File: config.mk
export PLATFORM = sky130hd
export DESIGN_NAME = commit_core
export DESIGN_NICKNAME = d
export VERILOG_FILES = /design/src/rtl/commit_pkg.sv /design/src/rtl/commit_core.sv /design/src/rtl/commit_ctrl.sv /design/src/rtl/csr_file.sv /design/src/rtl/regfile.sv /design/src/rtl/wb_stage.sv
export SDC_FILE = /design/constraint.sdc
export NUM_CORES = 2
export LEC_CHECK = 0
export BUFFER_PORTS_ARGS = -buffer_cell sky130_fd_sc_hd__buf_2
export CORE_MARGIN = 2
export CORE_UTILIZATION = 33
export CTS_CLUSTER_DIAMETER = 120
export DETAILED_ROUTE_END_ITERATION = 12
export PLACE_DENSITY_LB_ADDON = 0.15
export SLEW_MARGIN = 40
export SYNTH_ARGS = -nofsm -noshare
export SYNTH_HDL_FRONTEND = slang
export SYNTH_HIERARCHICAL = 1
export SYNTH_SLANG_ARGS = --single-unit
File: constraint.sdc
create_clock -name clk -period 8.5 [get_ports clk]
set_clock_uncertainty 0.15 [all_clocks]
set_input_delay 2.125 -clock clk [delete_from_list [all_inputs] [get_ports clk]]
set_output_delay 2.125 -clock clk [all_outputs]
set_load 0.05 [all_outputs]
File: src/rtl/commit_pkg.sv
`default_nettype none

package commit_pkg;

    localparam int XLEN       = 32;
    localparam int REG_ADDR_W = 5;
    localparam int CSR_ADDR_W = 14;
    localparam int ECODE_W    = 6;

    // Each exception kind is encoded as its architectural ecode.
    typedef enum logic [ECODE_W-1:0] {
        INT  = 6'h00,
        ADEF = 6'h08,
        ALE  = 6'h09,
        SYS  = 6'h0b,
        BRK  = 6'h0c,
        INE  = 6'h0d,
        ERTN = 6'h3f   // A return, it never enters the handler.
    } exc_type_e;

    typedef enum logic [CSR_ADDR_W-1:0] {
        CRMD   = 14'd0,
        PRMD   = 14'd1,
        ESTAT  = 14'd5,
        ERA    = 14'd6,
        BADV   = 14'd7,
        EENTRY = 14'd12,
        SAVE0  = 14'd48,
        SAVE1  = 14'd49,
        SAVE2  = 14'd50,
        SAVE3  = 14'd51
    } csr_addr_e;

    // One completed instruction as it arrives at retirement.
    typedef struct packed {
        logic                  valid;
        logic [XLEN-1:0]       pc;
        logic [XLEN-1:0]       result;     // ALU result, ALE address or CSR write data.
        logic [REG_ADDR_W-1:0] dest;
        logic                  has_exc;
        exc_type_e             exc_type;
        logic                  is_csr;
        csr_addr_e             csr_addr;
        logic [XLEN-1:0]       csr_mask;
    } commit_lane_t;

    typedef struct packed {
        logic            we;
        csr_addr_e       addr;
        logic [XLEN-1:0] mask;
        logic [XLEN-1:0] wdata;
        logic            exc_take;
        exc_type_e       exc_type;
        logic [XLEN-1:0] exc_pc;
        logic [XLEN-1:0] exc_badv;
        logic            ertn;
    } csr_cmd_t;

    typedef struct packed {
        logic a_commit;
        logic b_commit;
        logic a_use_csr;
        logic b_use_csr;
    } wb_ctrl_t;

endpackage

`default_nettype wire

File: src/rtl/commit_core.sv
`default_nettype none
`timescale 1ns/100ps

module commit_core #(
    parameter int NUM_REGS = 32,
    parameter int NUM_SAVE = 4
) (
    input  wire                               clk,
    input  wire                               reset,
    input  wire commit_pkg::commit_lane_t     i_lane_a,
    input  wire commit_pkg::commit_lane_t     i_lane_b,
    input  wire [commit_pkg::REG_ADDR_W-1:0]  i_rf_raddr1,
    input  wire [commit_pkg::REG_ADDR_W-1:0]  i_rf_raddr2,
    output logic [commit_pkg::XLEN-1:0]       o_rf_rdata1,
    output logic [commit_pkg::XLEN-1:0]       o_rf_rdata2,
    output logic                              o_flush,
    output logic [commit_pkg::XLEN-1:0]       o_redirect_pc,
    output logic                              o_dbg_a_wen,
    output logic [commit_pkg::XLEN-1:0]       o_dbg_a_pc,
    output logic [commit_pkg::REG_ADDR_W-1:0] o_dbg_a_wnum,
    output logic [commit_pkg::XLEN-1:0]       o_dbg_a_wdata,
    output logic                              o_dbg_b_wen,
    output logic [commit_pkg::XLEN-1:0]       o_dbg_b_pc,
    output logic [commit_pkg::REG_ADDR_W-1:0] o_dbg_b_wnum,
    output logic [commit_pkg::XLEN-1:0]       o_dbg_b_wdata
);
    import commit_pkg::*;

    csr_cmd_t              csr_cmd;
    wb_ctrl_t              wb_ctrl;
    logic [XLEN-1:0]       csr_rdata;
    logic [XLEN-1:0]       era;
    logic [XLEN-1:0]       eentry;
    logic                  rf_we1;
    logic [REG_ADDR_W-1:0] rf_waddr1;
    logic [XLEN-1:0]       rf_wdata1;
    logic                  rf_we2;
    logic [REG_ADDR_W-1:0] rf_waddr2;
    logic [XLEN-1:0]       rf_wdata2;

    commit_ctrl u_commit_ctrl (
        .i_lane_a      (i_lane_a),
        .i_lane_b      (i_lane_b),
        .i_era         (era),
        .i_eentry      (eentry),
        .o_csr_cmd     (csr_cmd),
        .o_wb_ctrl     (wb_ctrl),
        .o_flush       (o_flush),
        .o_redirect_pc (o_redirect_pc)
    );

    csr_file #(.NUM_SAVE(NUM_SAVE)) u_csr_file (
        .clk         (clk),
        .reset       (reset),
        .i_cmd       (csr_cmd),
        .o_csr_rdata (csr_rdata),
        .o_era       (era),
        .o_eentry    (eentry)
    );

    wb_stage u_wb_stage (
        .clk           (clk),
        .reset         (reset),
        .i_lane_a      (i_lane_a),
        .i_lane_b      (i_lane_b),
        .i_wb_ctrl     (wb_ctrl),
        .i_csr_rdata   (csr_rdata),
        .o_rf_we1      (rf_we1),
        .o_rf_waddr1   (rf_waddr1),
        .o_rf_wdata1   (rf_wdata1),
        .o_rf_we2      (rf_we2),
        .o_rf_waddr2   (rf_waddr2),
        .o_rf_wdata2   (rf_wdata2),
        .o_dbg_a_wen   (o_dbg_a_wen),
        .o_dbg_a_pc    (o_dbg_a_pc),
        .o_dbg_a_wnum  (o_dbg_a_wnum),
        .o_dbg_a_wdata (o_dbg_a_wdata),
        .o_dbg_b_wen   (o_dbg_b_wen),
        .o_dbg_b_pc    (o_dbg_b_pc),
        .o_dbg_b_wnum  (o_dbg_b_wnum),
        .o_dbg_b_wdata (o_dbg_b_wdata)
    );

    regfile #(.NUM_REGS(NUM_REGS)) u_regfile (
        .clk      (clk),
        .i_we1    (rf_we1),
        .i_waddr1 (rf_waddr1),
        .i_wdata1 (rf_wdata1),
        .i_we2    (rf_we2),
        .i_waddr2 (rf_waddr2),
        .i_wdata2 (rf_wdata2),
        .i_raddr1 (i_rf_raddr1),
        .i_raddr2 (i_rf_raddr2),
        .o_rdata1 (o_rf_rdata1),
        .o_rdata2 (o_rf_rdata2)
    );

endmodule

`default_nettype wire

File: src/rtl/commit_ctrl.sv
`default_nettype none
`timescale 1ns/100ps

module commit_ctrl (
    input  wire commit_pkg::commit_lane_t i_lane_a,
    input  wire commit_pkg::commit_lane_t i_lane_b,
    input  wire [commit_pkg::XLEN-1:0]    i_era,
    input  wire [commit_pkg::XLEN-1:0]    i_eentry,
    output commit_pkg::csr_cmd_t          o_csr_cmd,
    output commit_pkg::wb_ctrl_t          o_wb_ctrl,
    output logic                          o_flush,
    output logic [commit_pkg::XLEN-1:0]   o_redirect_pc
);
    import commit_pkg::*;

    logic         a_exc;
    logic         b_exc;
    logic         a_ertn;
    logic         b_ertn;
    logic         a_commit;
    logic         b_commit;
    logic         exc_from_b;
    logic         exc_take;
    logic         ertn_take;
    logic         csr_from_a;
    logic         csr_do;
    commit_lane_t exc_lane;
    commit_lane_t csr_lane;

    // ERTN travels as an exception type but retires like a normal instruction.
    assign a_exc  = i_lane_a.valid && i_lane_a.has_exc && i_lane_a.exc_type != ERTN;
    assign b_exc  = i_lane_b.valid && i_lane_b.has_exc && i_lane_b.exc_type != ERTN;
    assign a_ertn = i_lane_a.valid && i_lane_a.has_exc && i_lane_a.exc_type == ERTN;
    assign b_ertn = i_lane_b.valid && i_lane_b.has_exc && i_lane_b.exc_type == ERTN;

    assign a_commit = i_lane_a.valid && !a_exc;
    assign b_commit = i_lane_b.valid && !b_exc && !a_exc; // Older exception squashes b.

    assign exc_from_b = !a_exc && b_exc;
    assign exc_take   = a_exc || exc_from_b;
    assign exc_lane   = exc_from_b ? i_lane_b : i_lane_a;
    assign ertn_take  = !exc_take && (a_ertn || b_ertn);

    // At most one lane carries a CSR operation, lane a is checked first.
    assign csr_from_a = i_lane_a.valid && i_lane_a.is_csr;
    assign csr_lane   = csr_from_a ? i_lane_a : i_lane_b;
    assign csr_do     = !exc_take && (csr_from_a || (i_lane_b.valid && i_lane_b.is_csr));

    always_comb begin
        o_csr_cmd.we       = csr_do;
        o_csr_cmd.addr     = csr_lane.csr_addr;
        o_csr_cmd.mask     = csr_lane.csr_mask;
        o_csr_cmd.wdata    = csr_lane.result;
        o_csr_cmd.exc_take = exc_take;
        o_csr_cmd.exc_type = exc_lane.exc_type;
        o_csr_cmd.exc_pc   = exc_lane.pc;
        // A fetch fault reports its own PC, a misaligned access its data address.
        o_csr_cmd.exc_badv = (exc_lane.exc_type == ADEF) ? exc_lane.pc : exc_lane.result;
        o_csr_cmd.ertn     = ertn_take;
    end

    always_comb begin
        o_wb_ctrl.a_commit  = a_commit;
        o_wb_ctrl.b_commit  = b_commit;
        o_wb_ctrl.a_use_csr = csr_do && csr_from_a;
        o_wb_ctrl.b_use_csr = csr_do && !csr_from_a;
    end

    assign o_flush = exc_take || ertn_take || csr_do;

    always_comb begin
        if (exc_take) begin
            o_redirect_pc = i_eentry;
        end else if (ertn_take) begin
            o_redirect_pc = i_era;
        end else begin
            o_redirect_pc = csr_lane.pc + XLEN'(4); // Refetch after the CSR access.
        end
    end

endmodule

`default_nettype wire

File: src/rtl/csr_file.sv
`default_nettype none
`timescale 1ns/100ps

module csr_file #(
    parameter int NUM_SAVE = 4
) (
    input  wire                         clk,
    input  wire                         reset,
    input  wire commit_pkg::csr_cmd_t   i_cmd,
    output logic [commit_pkg::XLEN-1:0] o_csr_rdata,
    output logic [commit_pkg::XLEN-1:0] o_era,
    output logic [commit_pkg::XLEN-1:0] o_eentry
);
    import commit_pkg::*;

    localparam int SAVE_IDX_W = (NUM_SAVE > 1) ? $clog2(NUM_SAVE) : 1;

    logic [1:0]            crmd_plv;
    logic                  crmd_ie;
    logic [1:0]            prmd_pplv;
    logic                  prmd_pie;
    logic [ECODE_W-1:0]    estat_ecode;
    logic [XLEN-1:0]       era;
    logic [XLEN-1:0]       badv;
    logic [XLEN-1:6]       eentry_va;
    logic [XLEN-1:0]       save [NUM_SAVE];

    logic                  save_hit;
    logic [SAVE_IDX_W-1:0] save_idx;
    logic [XLEN-1:0]       wval;

    assign save_hit = (i_cmd.addr >= SAVE0) &&
                      (i_cmd.addr < CSR_ADDR_W'(SAVE0 + NUM_SAVE));
    assign save_idx = SAVE_IDX_W'(i_cmd.addr - SAVE0);

    always_comb begin
        o_csr_rdata = '0;
        case (i_cmd.addr)
            CRMD:   o_csr_rdata = XLEN'({crmd_ie, crmd_plv});
            PRMD:   o_csr_rdata = XLEN'({prmd_pie, prmd_pplv});
            ESTAT:  o_csr_rdata = XLEN'({estat_ecode, 16'd0}); // Ecode sits in bits 21:16.
            ERA:    o_csr_rdata = era;
            BADV:   o_csr_rdata = badv;
            EENTRY: o_csr_rdata = {eentry_va, 6'd0};
            default: begin
                if (save_hit) begin
                    o_csr_rdata = save[save_idx];
                end
            end
        endcase
    end

    // Only the masked bits take the new value.
    assign wval = (o_csr_rdata & ~i_cmd.mask) | (i_cmd.wdata & i_cmd.mask);

    always_ff @(posedge clk) begin
        if (reset) begin
            crmd_plv    <= 2'd0;
            crmd_ie     <= 1'b0;
            prmd_pplv   <= 2'd0;
            prmd_pie    <= 1'b0;
            estat_ecode <= '0;
            eentry_va   <= '0;
        end else if (i_cmd.exc_take) begin
            // Enter the handler at kernel level with interrupts off.
            prmd_pplv   <= crmd_plv;
            prmd_pie    <= crmd_ie;
            crmd_plv    <= 2'd0;
            crmd_ie     <= 1'b0;
            estat_ecode <= i_cmd.exc_type;
        end else if (i_cmd.ertn) begin
            crmd_plv <= prmd_pplv;
            crmd_ie  <= prmd_pie;
        end else if (i_cmd.we) begin
            case (i_cmd.addr)
                CRMD: begin
                    crmd_plv <= wval[1:0];
                    crmd_ie  <= wval[2];
                end
                PRMD: begin
                    prmd_pplv <= wval[1:0];
                    prmd_pie  <= wval[2];
                end
                EENTRY:  eentry_va <= wval[XLEN-1:6];
                default: ;
            endcase
        end
    end

    always_ff @(posedge clk) begin
        if (i_cmd.exc_take) begin
            era <= i_cmd.exc_pc;
            if (i_cmd.exc_type == ALE || i_cmd.exc_type == ADEF) begin
                badv <= i_cmd.exc_badv;
            end
        end else if (i_cmd.we && !i_cmd.ertn) begin
            case (i_cmd.addr)
                ERA:  era <= wval;
                BADV: badv <= wval;
                default: begin
                    if (save_hit) begin
                        save[save_idx] <= wval;
                    end
                end
            endcase
        end
    end

    assign o_era    = era;
    assign o_eentry = {eentry_va, 6'd0};   // Handler entry is 64-byte aligned.

endmodule

`default_nettype wire

File: src/rtl/regfile.sv
`default_nettype none
`timescale 1ns/100ps

module regfile #(
    parameter int NUM_REGS = 32
) (
    input  wire                               clk,
    input  wire                               i_we1,
    input  wire [commit_pkg::REG_ADDR_W-1:0]  i_waddr1,
    input  wire [commit_pkg::XLEN-1:0]        i_wdata1,
    input  wire                               i_we2,
    input  wire [commit_pkg::REG_ADDR_W-1:0]  i_waddr2,
    input  wire [commit_pkg::XLEN-1:0]        i_wdata2,
    input  wire [commit_pkg::REG_ADDR_W-1:0]  i_raddr1,
    input  wire [commit_pkg::REG_ADDR_W-1:0]  i_raddr2,
    output logic [commit_pkg::XLEN-1:0]       o_rdata1,
    output logic [commit_pkg::XLEN-1:0]       o_rdata2
);
    import commit_pkg::*;

    logic [XLEN-1:0] regs [NUM_REGS];

    // Port 2 carries the younger lane, so its write lands last.
    always_ff @(posedge clk) begin
        if (i_we1) begin
            regs[i_waddr1] <= i_wdata1;
        end
        if (i_we2) begin
            regs[i_waddr2] <= i_wdata2;
        end
    end

    assign o_rdata1 = (i_raddr1 == '0) ? '0 : regs[i_raddr1];
    assign o_rdata2 = (i_raddr2 == '0) ? '0 : regs[i_raddr2];

endmodule

`default_nettype wire

File: src/rtl/wb_stage.sv
`default_nettype none
`timescale 1ns/100ps

module wb_stage (
    input  wire                               clk,
    input  wire                               reset,
    input  wire commit_pkg::commit_lane_t     i_lane_a,
    input  wire commit_pkg::commit_lane_t     i_lane_b,
    input  wire commit_pkg::wb_ctrl_t         i_wb_ctrl,
    input  wire [commit_pkg::XLEN-1:0]        i_csr_rdata,
    output logic                              o_rf_we1,
    output logic [commit_pkg::REG_ADDR_W-1:0] o_rf_waddr1,
    output logic [commit_pkg::XLEN-1:0]       o_rf_wdata1,
    output logic                              o_rf_we2,
    output logic [commit_pkg::REG_ADDR_W-1:0] o_rf_waddr2,
    output logic [commit_pkg::XLEN-1:0]       o_rf_wdata2,
    output logic                              o_dbg_a_wen,
    output logic [commit_pkg::XLEN-1:0]       o_dbg_a_pc,
    output logic [commit_pkg::REG_ADDR_W-1:0] o_dbg_a_wnum,
    output logic [commit_pkg::XLEN-1:0]       o_dbg_a_wdata,
    output logic                              o_dbg_b_wen,
    output logic [commit_pkg::XLEN-1:0]       o_dbg_b_pc,
    output logic [commit_pkg::REG_ADDR_W-1:0] o_dbg_b_wnum,
    output logic [commit_pkg::XLEN-1:0]       o_dbg_b_wdata
);
    import commit_pkg::*;

    commit_lane_t          lane      [2];
    logic                  commit    [2];
    logic                  use_csr   [2];
    logic                  wb_valid  [2];
    logic [XLEN-1:0]       wb_pc     [2];
    logic [REG_ADDR_W-1:0] wb_dest   [2];
    logic [XLEN-1:0]       wb_data   [2];
    logic                  dbg_wen   [2];
    logic [XLEN-1:0]       dbg_pc    [2];
    logic [REG_ADDR_W-1:0] dbg_wnum  [2];
    logic [XLEN-1:0]       dbg_wdata [2];

    assign lane[0]    = i_lane_a;
    assign lane[1]    = i_lane_b;
    assign commit[0]  = i_wb_ctrl.a_commit;
    assign commit[1]  = i_wb_ctrl.b_commit;
    assign use_csr[0] = i_wb_ctrl.a_use_csr;
    assign use_csr[1] = i_wb_ctrl.b_use_csr;

    for (genvar i = 0; i < 2; i++) begin : g_lane
        always_ff @(posedge clk) begin
            if (reset) begin
                wb_valid[i] <= 1'b0;
                dbg_wen[i]  <= 1'b0;
            end else begin
                wb_valid[i] <= commit[i];
                dbg_wen[i]  <= wb_valid[i] && wb_dest[i] != '0; // r0 is never reported.
            end
        end

        always_ff @(posedge clk) begin
            if (commit[i]) begin
                wb_pc[i]   <= lane[i].pc;
                wb_dest[i] <= lane[i].dest;
                wb_data[i] <= use_csr[i] ? i_csr_rdata : lane[i].result;
            end
            dbg_pc[i]    <= wb_pc[i];
            dbg_wnum[i]  <= wb_dest[i];
            dbg_wdata[i] <= wb_data[i];
        end
    end

    assign o_rf_we1      = wb_valid[0];
    assign o_rf_waddr1   = wb_dest[0];
    assign o_rf_wdata1   = wb_data[0];
    assign o_rf_we2      = wb_valid[1];
    assign o_rf_waddr2   = wb_dest[1];
    assign o_rf_wdata2   = wb_data[1];

    assign o_dbg_a_wen   = dbg_wen[0];
    assign o_dbg_a_pc    = dbg_pc[0];
    assign o_dbg_a_wnum  = dbg_wnum[0];
    assign o_dbg_a_wdata = dbg_wdata[0];
    assign o_dbg_b_wen   = dbg_wen[1];
    assign o_dbg_b_pc    = dbg_pc[1];
    assign o_dbg_b_wnum  = dbg_wnum[1];
    assign o_dbg_b_wdata = dbg_wdata[1];

endmodule

`default_nettype wire

==> summary.md <==
| Metric | Value |
|---|---|
| Multi-input gate area | `roughly 37000 um2` |
| Initial Utilization | `about 33%` |
| Reg clk slew, reported paths | `0.06 ns` |
| Asr flop ratio synth | `0%` |
| Remaining antenna violation count | `0` |
| EDFF count, synth | `between 1000 and 1500` |
| Fmax | `around 130 MHz` |
| PwrDens | `200 nW/um2` |
| Grt total ovfl | `0` |
| Setup TNS | `0 ns` |
| Max Slew Vio Count | `0` |
| Area Overhead vs Synth | `15.6%` |
| Fin cells | `9617` |
| First-pass GRT wire length | `492000 um` |
| Die area | `258000 um2` |
| WHS | `0.186 ns` |
| Uppermost routed layer | `met5` |
| Die height | `roughly 500 um` |
| Critical Path RT | `6.23 ns` |
| # setup viols final | `0` |
| Maximum buffer depth of the clock tree | `3` |
| Die Width | `508 um` |
| # rows | `185` |
| VDD IR max | `0.000180 V` |
| Htree depth | `4` |
| Core area | `253000 um2` |
| Unique masters post-synth | `90` |
| Slew Limit Headroom | `37.0%` |
| Placed cell areas | `approximately 91000 um2` |
| Met2 routed WL | `172000 um` |
| DP Cell Count | `9264` |
| Worst-Margin Slew | `roughly 0.95 ns` |
| Routed wire per std cell | `37.7 um` |
| I/O Pins | `497` |
| Layout cell share with drive strength beyond 1 | `a little under half` |
| Met3 WL post-DR | `28500 um` |
| Worst setup path class | `in -> out` |
| Final Cycle Share | `around nine tenths` |
| Clock root buffer | `clkbuf_16` |
| Pre-antenna DRT Iters | `5` |
| CP Data Arrival Time | `5.34 ns` |
| CTS Sinks | `1534` |
| Post-Route M1 WL | `about 150000 um` |
| Largest net degree at the start of global routing | `137` |
| Post-CTS Setup Repair Bufs | `0` |
| Final Hold Fails | `0` |
| CP Capture Type | `output port` |
| Nets | `between 6000 and 7000` |
| Routability cong. | `slightly below 0.9` |
| Residual DRC count | `0` |
| Top_reg_cell synth | `edfxtp_1` |
| Hold Buf Count CTS | `0` |
| Via Count | `57873` |
| Crit-path max FO | `52` |
| Via-to-Cell Ratio | `between 6 and 7` |
| Initial antenna violation count | `41` |
| Synth Cell Area | `approximately 84000 um2` |
| #FFs+latches synth | `between 1500 and 2000` |
| Post-CTS Resized | `0` |
| Hold Crit Class | `reg -> reg` |
| Final WL | `363000 um` |
| Register area share after synthesis | `52.7%` |
| RSZ-0062 raised after global routing | `no` |
| Vias in the first global route | `57771` |
| Leakage | `between 0.03 and 0.04 uW` |
| Final instance area | `slightly below 100000 um2` |
| Worst Setup Start Kind | `input pin` |
| Syn avg cell area | `14.7 um2` |
| GR Util All Layers | `approximately 27%` |
| DP HPWL | `221000 um` |
| Cells after Synth | `between 5000 and 6000` |
| Outcome | `finished, final reports clean` |
| Synth warnings | `6` |
| Fin crit period | `7.62 ns` |
| Power Total | `19400 uW` |
| # fillers | `between 20000 and 25000` |
| Num CTS Buffers | `181` |
| Latest clock arrival within the worst-skew pair | `0.87 ns` |
| FF/Latch Area | `44300 um2` |
| CTS tree | `built` |
| First DRT Iteration DRCs | `between 6000 and 7000` |
| Port Buffer Count | `between 400 and 500` |
| Max capacitance violation total | `0` |
[state kept, by name (all words and copies together) (netlist names)]
| register | count |
|---|---|
| u_regfile/regs | 1024 |
| u_csr_file/save | 128 |
| u_wb_stage/dbg_pc | 64 |
| u_wb_stage/dbg_wdata | 64 |
| u_wb_stage/wb_data | 64 |
| u_wb_stage/wb_pc | 64 |
| u_csr_file/badv | 32 |
| u_csr_file/o_era | 32 |
| u_csr_file/eentry_va | 26 |
| u_wb_stage/dbg_wnum | 10 |
| u_wb_stage/wb_dest | 10 |
| u_csr_file/estat_ecode | 6 |
| u_csr_file/crmd_plv | 2 |
| u_csr_file/prmd_pplv | 2 |
| u_wb_stage/dbg_wen | 2 |
| u_wb_stage/wb_valid | 2 |
| u_csr_file/crmd_ie | 1 |
| u_csr_file/prmd_pie | 1 |
[worst max-delay path: stages]
cell      delay [ns]
buf_2           0.17
and2_4          0.63
mux2_2          0.37
ha_1            0.23
o221ai_1        0.13
nand4b_4        0.38
nor2_2          0.25
xnor2_1         0.15
o21ai_0         0.48
buf_2           0.37
[routing by layer]
metal  vias to the layer above  global-route usage (%)
met3                       647                    5.24
met5                         -                       0
met4                        16                    11.1
li1                      23382                       -
met1                     30672                    35.9
met2                      3156                    44.9
[stage by stage]
stage	setup slack [ns]	util [%]
after global routing	0.804	38.3
after global placement	0.471	35.7
after floorplan	0.838	-
after CTS	0.851	38.3
final	0.884	38.3
after detailed placement	0.857	35.9
[report_power, final]
group | internal (uW) | leakage, uW | total [uW] | switching [uW]
Clock | 4580 | 0.00295 | 7950 | 3380
Sequential | 8450 | 0.0138 | 8550 | 101
Combinational | 989 | 0.0162 | 2890 | 1900
Total | 14000 | 0.0329 | 19400 | 5380
[cell usage in the layout (no fill, tap or decap), types with 14 or more instances in the layout]
cell type	n
a221oi_1	47
nor2_4	21
o21ai_4	18
nor2b_1	76
a211oi_1	67
mux2_2	1024
nand2_2	15
buf_12	22
clkbuf_8	17
nand2_1	473
nor2_1	102
xor2_1	16
o2111ai_1	17
diode_2	14
nand3_1	23
o22ai_4	16
mux2_4	60
nor3_1	19
a31oi_1	40
buf_2	489
clkbuf_1	45
inv_1	35
a311oi_1	60
dfxtp_1	180
o2bb2ai_1	34
buf_4	222
nand4_1	23
clkbuf_16	186
clkinv_1	25
o21ai_0	138
mux4_2	480
o21ai_1	60
clkinv_2	37
mux2i_1	169
edfxtp_1	1354
mux2_1	148
a21oi_1	39
a22oi_1	121
buf_6	67
[path summary, 6_finish.rpt]
| check | startpoint | endpoint | slack [ns] | cells after the start |
|---|---|---|---|---|
| worst max-delay path | i_lane_a[46] | o_redirect_pc[18] | 0.88 | 10 |
| worst min-delay path | u_wb_stage/wb_pc[0][16]$_DFFE_PP_ | u_wb_stage/dbg_pc[0][16]$_DFF_P_ | 0.19 | 0 |
| worst max register to register | u_wb_stage/wb_dest[0][5]$_DFFE_PP_ | u_regfile/regs[12][13]$_DFFE_PP_ | 4.98 | 4 |
| worst min register to register | u_wb_stage/wb_pc[0][16]$_DFFE_PP_ | u_wb_stage/dbg_pc[0][16]$_DFF_P_ | 0.19 | 0 |
[synthesized netlist by cell type, types with 35 or more instances]
cell type  count  area [um2]
dfxtp_1      180        3600
a211oi_1      67         503
buf_2        163         816
nor2b_1       80         500
a311oi_1      64         561
a21oi_1       39         195
buf_4         92         691
o21ai_0      154         771
mux2_1       148        1670
a22oi_1      121         908
o21ai_1       60         300
nor2_1       112         420
a221oi_1      47         412
mux2_4        60         901
a31oi_1       40         250
mux4_2       480       10800
mux2i_1      169        1690
inv_1         35         131
edfxtp_1    1354       40700
buf_6         41         462
nand2_1      493        1850
clkbuf_1     317        1190
mux2_2      1024       11500
[final cells by class]
cell class	count	share of cell area, %
sequential	1534	45.6
multi-input combinational	3518	38.1
timing repair buffer	809	5.62
clock buffer	248	5.21
tap	3366	4.34
clock inverter	90	0.934
inverter	38	0.152
antenna	14	0.0361
[logic make-up (layout without fill, tap and decap cells)]
| kind of cell | count (synthesis) | after routing | synth area share (%) |
|---|---|---|---|
| other | 1 | 20 | 0.00447 |
| adders and majority gates | 1 | 1 | 0.0149 |
| DFF | 1534 | 1534 | 52.7 |
| buffers and inverters | 671 | 1185 | 4.15 |
| AOI/OAI and AO/OA | 737 | 737 | 6.15 |
| and+or+nand+nor | 871 | 871 | 5.00 |
| muxes | 1882 | 1882 | 31.7 |
| xor gates and xnor gates | 21 | 21 | 0.219 |
Power figures use the tool's default switching activity.
